[src/bnn_pkg.sv]
package bnn_pkg;

    //////////////////////////////////////////////////////////////
    // widths
    //////////////////////////////////////////////////////////////

    // result bits per upstream beat, default lane count
    localparam int unsigned lanes = 32;

    // default counter width, windows up to 127 beats
    localparam int unsigned cnt_w = 8;

    // output word carries both banks
    localparam int unsigned word_w = 2 * lanes;

    //////////////////////////////////////////////////////////////
    // upstream beat
    //////////////////////////////////////////////////////////////

    // one beat from the compute cores, 35 bits
    typedef struct packed {
        logic             valid;
        logic             bank;   // 0 or 1
        logic             last;   // final beat of the window
        logic [lanes-1:0] bits;   // one result bit per lane
    } beat_t;

    // captured lane signs of one bank
    typedef logic [lanes-1:0] sign_vec_t;

    //////////////////////////////////////////////////////////////
    // output word
    //////////////////////////////////////////////////////////////

    // bank 1 sits in the upper half
    typedef struct packed {
        sign_vec_t hi;
        sign_vec_t lo;
    } out_halves_t;

    // written per half, sent out as one raw word
    typedef union packed {
        logic [word_w-1:0] raw;
        out_halves_t       halves;
    } out_word_u;

endpackage

[src/bnn_out_stage.sv]
`timescale 1ns/1ps

// output stage, two sign banks feeding one destination buffer
module bnn_out_stage #(
    parameter int unsigned LANES = bnn_pkg::lanes,
    parameter int unsigned CNT_W = bnn_pkg::cnt_w
) (
    input  logic                       clk,
    input  logic                       rst_n,
    input  bnn_pkg::beat_t             in_beat,
    output logic [1:0]                 bank_ready,
    output logic [bnn_pkg::word_w-1:0] out_word,
    output logic                       out_req,
    input  logic                       out_ack
);

    // bank 0 is the lower half, bank 1 the upper
    bnn_pkg::sign_vec_t lo_signs;
    bnn_pkg::sign_vec_t hi_signs;
    logic               lo_captured;
    logic               hi_captured;
    logic               consume;

    //////////////////////////////////////////////////////////////
    // banks
    //////////////////////////////////////////////////////////////

    // same beat to both, each filters on its own index
    sign_bank #(
        .BANK_ID (0),
        .LANES   (LANES),
        .CNT_W   (CNT_W)
    ) bank0_i (
        .clk      (clk),
        .rst_n    (rst_n),
        .beat     (in_beat),
        .consume  (consume),
        .ready    (bank_ready[0]),
        .captured (lo_captured),
        .signs    (lo_signs)
    );

    sign_bank #(
        .BANK_ID (1),
        .LANES   (LANES),
        .CNT_W   (CNT_W)
    ) bank1_i (
        .clk      (clk),
        .rst_n    (rst_n),
        .beat     (in_beat),
        .consume  (consume),
        .ready    (bank_ready[1]),
        .captured (hi_captured),
        .signs    (hi_signs)
    );

    //////////////////////////////////////////////////////////////
    // destination buffer
    //////////////////////////////////////////////////////////////

    dst_buf dst_buf_i (
        .clk         (clk),
        .rst_n       (rst_n),
        .lo_signs    (lo_signs),
        .lo_captured (lo_captured),
        .hi_signs    (hi_signs),
        .hi_captured (hi_captured),
        .consume     (consume),
        .out_word    (out_word),
        .out_req     (out_req),
        .out_ack     (out_ack)
    );

endmodule

[src/dst_buf.sv]
`timescale 1ns/1ps

// joins both bank results into one word, four-phase req/ack out
module dst_buf (
    input  logic                       clk,
    input  logic                       rst_n,
    input  bnn_pkg::sign_vec_t         lo_signs,
    input  logic                       lo_captured,
    input  bnn_pkg::sign_vec_t         hi_signs,
    input  logic                       hi_captured,
    output logic                       consume,
    output logic [bnn_pkg::word_w-1:0] out_word,
    output logic                       out_req,
    input  logic                       out_ack
);

    //////////////////////////////////////////////////////////////
    // handshake FSM
    //////////////////////////////////////////////////////////////

    // idle means the buffer is empty
    typedef enum logic [1:0] {
        st_idle,
        st_req,
        st_wait_ack_lo
    } state_t;

    state_t state_q;
    logic   load;

    // both halves ready and nothing in flight
    assign load = (state_q == st_idle) && lo_captured && hi_captured;

    // banks see this at the load edge and reopen
    assign consume = load;

    always_ff @(posedge clk) begin
        if (!rst_n) begin
            state_q <= st_idle;
        end else begin
            case (state_q)
                st_idle: begin
                    if (load) begin
                        state_q <= st_req;
                    end
                end
                // drop req once ack is seen
                st_req: begin
                    if (out_ack) begin
                        state_q <= st_wait_ack_lo;
                    end
                end
                // sink must release ack before the next word
                st_wait_ack_lo: begin
                    if (!out_ack) begin
                        state_q <= st_idle;
                    end
                end
                default: begin
                    state_q <= st_idle;
                end
            endcase
        end
    end

    // req comes straight off the state register
    assign out_req = (state_q == st_req);

    //////////////////////////////////////////////////////////////
    // output word
    //////////////////////////////////////////////////////////////

    bnn_pkg::out_word_u word_q;

    // halves written together, held until the next load
    always_ff @(posedge clk) begin
        if (load) begin
            word_q.halves.hi <= hi_signs;
            word_q.halves.lo <= lo_signs;
        end
    end

    assign out_word = word_q.raw;

endmodule

[src/sign_bank.sv]
`timescale 1ns/1ps

// one bank of lane counters plus its result flag
module sign_bank #(
    parameter int unsigned BANK_ID = 0,
    parameter int unsigned LANES   = bnn_pkg::lanes,
    parameter int unsigned CNT_W   = bnn_pkg::cnt_w
) (
    input  logic               clk,
    input  logic               rst_n,
    input  bnn_pkg::beat_t     beat,
    input  logic               consume,
    output logic               ready,
    output logic               captured,
    output bnn_pkg::sign_vec_t signs
);

    //////////////////////////////////////////////////////////////
    // beat acceptance
    //////////////////////////////////////////////////////////////

    logic accept;
    logic accept_last;

    // only beats tagged for this bank, and only while open
    assign accept      = beat.valid && (beat.bank == 1'(BANK_ID)) && ready;
    assign accept_last = accept && beat.last;

    //////////////////////////////////////////////////////////////
    // result flag
    //////////////////////////////////////////////////////////////

    logic captured_q;

    // set by the closing beat, cleared when the buffer takes it
    always_ff @(posedge clk) begin
        if (!rst_n) begin
            captured_q <= 1'b0;
        end else if (consume) begin
            captured_q <= 1'b0;
        end else if (accept_last) begin
            captured_q <= 1'b1;
        end
    end

    assign captured = captured_q;

    // bank stays closed while its result is held
    assign ready = ~captured_q;

    //////////////////////////////////////////////////////////////
    // lane counters
    //////////////////////////////////////////////////////////////

    logic [LANES-1:0] lane_signs;

    // counters hold their sign until the next closing beat,
    // so the vector is stable while captured is high
    for (genvar i = 0; i < LANES; i++) begin : g_lane
        vote_counter #(
            .CNT_W (CNT_W)
        ) vote_counter_i (
            .clk    (clk),
            .rst_n  (rst_n),
            .en     (accept),
            .bit_in (beat.bits[i]),
            .last   (beat.last),
            .sign   (lane_signs[i])
        );
    end

    // narrower banks zero fill the upper lanes
    assign signs = bnn_pkg::sign_vec_t'(lane_signs);

endmodule

[src/vote_counter.sv]
`timescale 1ns/1ps

// majority vote for one lane over a window of beats
module vote_counter #(
    parameter int unsigned CNT_W = bnn_pkg::cnt_w
) (
    input  logic clk,
    input  logic rst_n,
    input  logic en,
    input  logic bit_in,
    input  logic last,
    output logic sign
);

    // running count, ones minus zeros
    logic signed [CNT_W-1:0] count_q;
    logic signed [CNT_W-1:0] count_nxt;

    // +1 for a one, -1 for a zero
    always_comb begin
        if (bit_in) begin
            count_nxt = count_q + CNT_W'(1);
        end else begin
            count_nxt = count_q - CNT_W'(1);
        end
    end

    // count restarts from zero after each window
    always_ff @(posedge clk) begin
        if (!rst_n) begin
            count_q <= '0;
        end else if (en) begin
            if (last) begin
                count_q <= '0;
            end else begin
                count_q <= count_nxt;
            end
        end
    end

    // sign of the final count, zero counts as positive
    always_ff @(posedge clk) begin
        if (en && last) begin
            sign <= ~count_nxt[CNT_W-1];
        end
    end

endmodule

[config.mk]
export PLATFORM = sky130hd
export DESIGN_NAME = bnn_out_stage
export DESIGN_NICKNAME = d
export VERILOG_FILES = /design/src/bnn_pkg.sv /design/src/bnn_out_stage.sv /design/src/dst_buf.sv /design/src/sign_bank.sv /design/src/vote_counter.sv
export SDC_FILE = /design/constraint.sdc
export NUM_CORES = 2
export LEC_CHECK = 0
export BUFFER_PORTS_ARGS = -buffer_cell sky130_fd_sc_hd__buf_2
export CELL_PAD_IN_SITES_DETAIL_PLACEMENT = 1
export CELL_PAD_IN_SITES_GLOBAL_PLACEMENT = 1
export CORE_AREA = 2 2 303 305
export CTS_BUF_LIST = sky130_fd_sc_hd__clkbuf_8 sky130_fd_sc_hd__clkbuf_16
export DETAILED_ROUTE_END_ITERATION = 6
export DIE_AREA = 0 0 305 307
export PLACE_DENSITY = 0.89
export SLEW_MARGIN = 0
export SYNTH_ARGS = -nofsm -noshare
export SYNTH_HDL_FRONTEND = slang
export SYNTH_HIERARCHICAL = 1
export SYNTH_SLANG_ARGS = --single-unit
[constraint.sdc]
create_clock -name clk -period 9.4 [get_ports clk]
set_input_delay 0 -clock clk [delete_from_list [all_inputs] [get_ports clk]]
set_output_delay 0 -clock clk [all_outputs]
set_load 0.02 [all_outputs]
**Word level (Yosys, flattened, before mapping)**

Index checks and enable logic that the tools add are counted.

- Equal/unequal tests: 5
- Divide/modulo/power cells: 0
- $add $sub $neg: 128
- Mux-type cells: 132
- Bitwise operators: 68
- Reductions and logical operators: 11
- Shift operators: 0
- Magnitude comparators: 0
- $mul: 0

Operators with widths:

| operator | count |
|---|---|
| $mux 8 | 128 |
| $add 8x2->8 const B | 64 |
| $sub 8x2->8 const B | 64 |
| $not 1->1 | 68 |
| $logic_and 1x1->1 | 8 |
| $mux 2 | 3 |
| $pmux 2 s3 | 1 |
| $ne 2x2->1 const B | 2 |
| $reduce_and 3->1 | 1 |
| $eq 2x1->1 const B | 1 |
| $eq 2x2->1 const B | 1 |
| $logic_not 2->1 | 1 |
| $ne 2x1->1 const B | 1 |
| $reduce_or 2->1 | 1 |

- Word-level logic and storage cells: 476
- Bits in latches: 0
- RAM bits: 0
- Output and inout bits: 67
- Memories kept: 0
- ROM bits: 0
- Bits in registers: 644
- Input bits: 38

**Logic depth before layout (Yosys ltp)**

- Depth after elaboration: 5
- Mapped depth: 7
- Mapped depth without buffers: 7

**By module**

The synthesis kept the hierarchy.

Modules (own cells, without submodules):

| module | area an instance (um^2) | seq. area each (um^2) | times used | cells an instance |
|---|---|---|---|---|
| vote_counter at bank0_i.g_lane[0].vote_counter_i ... | 669.4 | 190.2 | 25 | 84 |
| vote_counter at bank0_i.g_lane[21].vote_counter_i ... | 670.6 | 190.2 | 20 | 84 |
| vote_counter at bank1_i.g_lane[22].vote_counter_i ... | 669.4 | 190.2 | 18 | 83 |
| dst_buf | 2,016.9 | 1,961.9 | 1 | 75 |
| vote_counter at bank0_i.g_lane[25].vote_counter_i | 670.6 | 190.2 | 1 | 83 |
| sign_bank at bank0_i | 50.0 | 20.0 | 1 | 6 |
| sign_bank at bank1_i | 50.0 | 20.0 | 1 | 5 |

**Worst setup path after synthesis**

No wires, ideal clock.

- Path kind: register -> register
- From: reg bank0_i.captured_q (netlist: bank0_i/captured)
- To: reg bank0_i.g_lane[0].vote_counter_i.count_q[6]
- Arrival: 6.101 ns
- Cell stages (with the launch flop): 6
- Required time: 9.340 ns
- Slack: 3.238 ns
- Buffers on the path: 0
- Clock period less this slack: 6.162 ns
- Setup time: 0.060 ns
- Path through: dfxtp_1 -> nor3b_1 -> inv_1 -> or4_1 -> a21oi_1 -> a311o_1

- Word-level cells in the longest chain between the ends: 2

Ends and longest elaborated chain:

| item | RTL line | source |
|---|---|---|
| from (decl) | sign_bank.sv:33 | `logic captured_q;` |
| from (signal assigned) | sign_bank.sv:38 | `captured_q <= 1'b0;` |
| from (signal assigned) | sign_bank.sv:40 | `captured_q <= 1'b0;` |
| from (signal assigned) | sign_bank.sv:42 | `captured_q <= 1'b1;` |
| $not 1->1 | sign_bank.sv:49 | `assign ready = ~captured_q;` |
| $logic_and 1x1->1 | sign_bank.sv:26 | `assign accept = beat.valid && (beat.bank == 1'(BANK_ID)) && ready;` |
| via bank0_i.accept | sign_bank.sv:22 | `logic accept;` |
| to (signal assigned) | vote_counter.sv:36 | `count_q <= count_nxt;` |
| to (decl) | vote_counter.sv:16 | `logic signed [CNT_W-1:0] count_q;` |

The timed path passes the listed nets, and every way through them passes these cells.
A chain may end at the register's enable or synchronous reset.

**Final worst setup path**

- From: reg bank1_i.captured_q (netlist: bank1_i/captured)
- To: reg bank1_i.g_lane[15].vote_counter_i.count_q[6]

- Word-level cells in the longest chain between the ends: 2

Ends and longest elaborated chain:

| item | RTL line |
|---|---|
| from (decl) | sign_bank.sv:33 |
| from (signal assigned) | sign_bank.sv:38 |
| from (signal assigned) | sign_bank.sv:40 |
| from (signal assigned) | sign_bank.sv:42 |
| $not 1->1 | sign_bank.sv:49 |
| $logic_and 1x1->1 | sign_bank.sv:26 |
| via bank1_i.accept | sign_bank.sv:22 |
| to (signal assigned) | vote_counter.sv:36 |
| to (decl) | vote_counter.sv:16 |

The timed path passes the listed nets, and every way through them passes these cells.

==> results_dict.tcl <==
set metrics [dict create \
    finalClockSkew_ns 0.0213 \
    startpoint_type "register" \
    finalSetupViolCount 0 \
    hold_viol 0 \
    rr_endpoint "bank1_i/g_lane[15].vote_counter_i/count_q[6]" \
    first_iter_violations 2368 \
    post_drt_wl_per_cell_um 18.3 \
    crit_required_ns 9.98 \
    outcome "complete, no violations" \
    place_congestion 0.833 \
    drive_gt1_frac 0.0634 \
    layout_min_cycle_time_ns 3.36 \
    tightest_slew_ns 0.982 \
    initial_core_util 0.496 \
    antenna_found_initial 3 \
    finalSetupTns_ns 0 \
    insertion_delay_ns 0.65 \
    crit_slowest_cell "buf_4" \
    cp.arrival_ns 3.94 \
    io_pins 105 \
    htree_levels 3 \
    grt_max_degree 167 \
    overflow 0 \
    postLayoutCellArea_mm2 0.0493 \
    grt_pass1_wl_um 210000 \
    avgSynthCellArea_um2 8.26 \
    vias_per_cell 6.18 \
    crit_path_max_incr_delay_ns 0.69 \
    cap_violations 0 \
    whs_path_depth 4 \
    dr.pass1.iters 4 \
    cts_buffers 79 \
    peakVddDrop_uv 112 \
    dpl_cell_area_mm2 0.0464 \
    holdPathEnd "bank0_i/g_lane[25].vote_counter_i/count_q[0]" \
    cellLeakagePower_nw 18.1 \
    grt_util_all_layers 0.258 \
    final_util 0.544 \
    core_mm2 0.0907 \
    drcViolationCount 0 \
    nets 5974 \
    path_clk_slew_ns 0.06 \
    synth_cells 5443 \
    post_cts_buffers 0 \
    p_per_area_mw_per_mm2 147 \
    async_reset_ff_frac 0 \
    min_path_type "input port to register" \
    rsz0062_at_grt "false" \
    yosysWarningCount 6 \
    crit_type "register to register" \
    syn_nets 5929 \
    cts_root_buffer "clkbuf_16" \
    n_fill_cell 10897 \
    synth_top_area_cell "dfxtp_1" \
    routed_wl_um 123000 \
    max_slew_margin 0.345 \
    synth_ff_type "dfxtp_1" \
    grt_pass1_vias 43599 \
    yosys-top-cells-count "621 x nor2_1, 516 x dfxtp_1, 431 x a21oi_1, 418 x inv_1, 384 x ha_1" \
    synth-edff-count 128 \
    ys_ff_latch 644 \
    report.final.slew_viol_count 0 \
    layout-area-overhead-vs-synth_pct 9.67 \
    die_w_um 305 \
    synth.area.top_cells "dfxtp_1 23%, ha_1 11%, edfxtp_1 8.5%" \
    synth_most_common_cell "nor2_1" \
    ant_nets 0 \
    cts_sinks 644 \
    fp.dieH_um 307 \
    cp_max_fo 54 \
    synth-seq-area-share 0.315 \
    dieArea_mm2 0.0936 \
    cts.path.max_buffers 3 \
    period_share 0.358 \
    num_vias 41683 \
    rows 111 \
    reg2reg_slack_ns 6.04 \
    synth_area_mm2 0.0450 \
    yosysTopAreaCellShare 0.230 \
    crit_chain "inv_1 > and3_4 > buf_4 > buf_4 > inv_1 > or4_1 > a21oi_1 > a311o_1" \
    ys_types 43 \
    p_total_mw 7.26 \
    cts_tree "built" \
    holdCritStartpoint "in_beat[32]" \
    rr_worst_depth 8 \
    max_freq_ghz 0.298 \
    io_buffers 104 \
    rr_startpoint "bank1_i/captured" \
    critPathCaptureType "register" \
    dp_hpwl_um 80500 \
]
==> worst max-delay path: cells and delay by family (launching register included) <==
family	cells	cell delay [ns]
AO/OA/AOI/OAI	2	0.32
buffers and inverters	4	1.81
flip-flops	1	0.33
AND/OR/NAND/NOR	2	0.77
==> timing repair <==
action	CTS	global route
hold buffers	37	0
hold endpoints to repair	91	0
gates resized for setup	0	0
==> final cells by class <==
cell class                      instances  area [µm²]  share of cell area
Multi-Input combinational cell       4138       28300               0.574
Sequential cell                       644       14200               0.287
Clock buffer                           90        2170              0.0441
Inverter                              469        1760              0.0357
Tap cell                             1186        1480              0.0301
Timing Repair Buffer                  156        1060              0.0215
Clock inverter                         56         383             0.00776
Antenna cell                            1        2.50           0.0000507
==> routing by layer <==
| metal | wire length [µm] | up-vias | track usage |
|---|---|---|---|
| met5 | 7 | - | 0 |
| li1 | - | 20348 | - |
| met4 | 2860 | 2 | 0.0838 |
| met1 | 55500 | 20558 | 0.319 |
| met2 | 61500 | 559 | 0.465 |
| met3 | 3380 | 216 | 0.0286 |
==> logic make-up (layout without fill, tap and decap cells) <==
logic type               Yosys count  after routing  synth area share
adder cells (fa/ha/maj)          448            448             0.135
XOR/XNOR                         129            129            0.0251
AND/OR/NAND/NOR                 2003           2003             0.239
other                              0              1                 0
buffers and inverters            661            771            0.0562
AO/OA/AOI/OAI                   1558           1558             0.229
flip-flops                       644            644             0.315
==> report_power, final <==
part / internal, mW / switching [mW]
sequential: 2.92 / 0.0783
combinational: 0.431 / 0.769
clock: 1.78 / 1.28
==> layout by cell type (no fill, tap or decap), drive strengths merged, types with 119 or more instances in the layout <==
| cell type | Yosys | routed |
|---|---|---|
| nor2 | 621 | 621 |
| dfxtp | 516 | 516 |
| inv | 469 | 495 |
| a21oi | 431 | 431 |
| ha | 384 | 384 |
| o21ai | 384 | 384 |
| nand3 | 256 | 256 |
| nand2 | 193 | 193 |
| o211ai | 192 | 192 |
| or4 | 192 | 192 |
| nand2b | 157 | 157 |
| xnor2 | 128 | 128 |
| nor4b | 128 | 128 |
| nor4 | 128 | 128 |
| edfxtp | 128 | 128 |
| a211oi | 128 | 128 |
| buf | 39 | 119 |
==> per-stage QoR <==
stage               std cells  hold WS (ns)  setup slack, ns
floorplan                5443         0.129             3.24
global placement         6556         0.259             6.19
detailed placement       6556         0.263             6.05
CTS                      6739        0.0783             6.03
global route             6740         0.149             5.84
finish                   6740        0.0860             6.04
==> sequential cells by signal, summed over array words and instances, names as in the netlist <==
register	cells
bank0_i/captured	1
bank1_i/captured	1
bank1_i/g_lane.vote_counter_i/count_q	256
bank1_i/g_lane.vote_counter_i/sign	32
bank0_i/g_lane.vote_counter_i/sign	32
bank0_i/g_lane.vote_counter_i/count_q	256
dst_buf_i/state_q	2
dst_buf_i/out_word	64
==> worst max path at each step <==
stage	endpoint	depth (start not counted)	startpoint	slack (ns)
detailed placement	bank1_i/g_lane[15].vote_counter_i/count_q[6]	8	bank1_i/captured	6.05
global route	bank1_i/g_lane[15].vote_counter_i/count_q[6]	8	bank1_i/captured	5.84
finish	bank1_i/g_lane[15].vote_counter_i/count_q[6]	8	bank1_i/captured	6.04
floorplan	bank0_i/g_lane[0].vote_counter_i/count_q[6]	5	bank0_i/captured	3.24
global placement	bank1_i/g_lane[21].vote_counter_i/count_q[6]	8	bank1_i/captured	6.19
CTS	bank1_i/g_lane[15].vote_counter_i/count_q[6]	8	bank1_i/captured	6.03
Note: power is estimated with default switching activity, not from simulation.
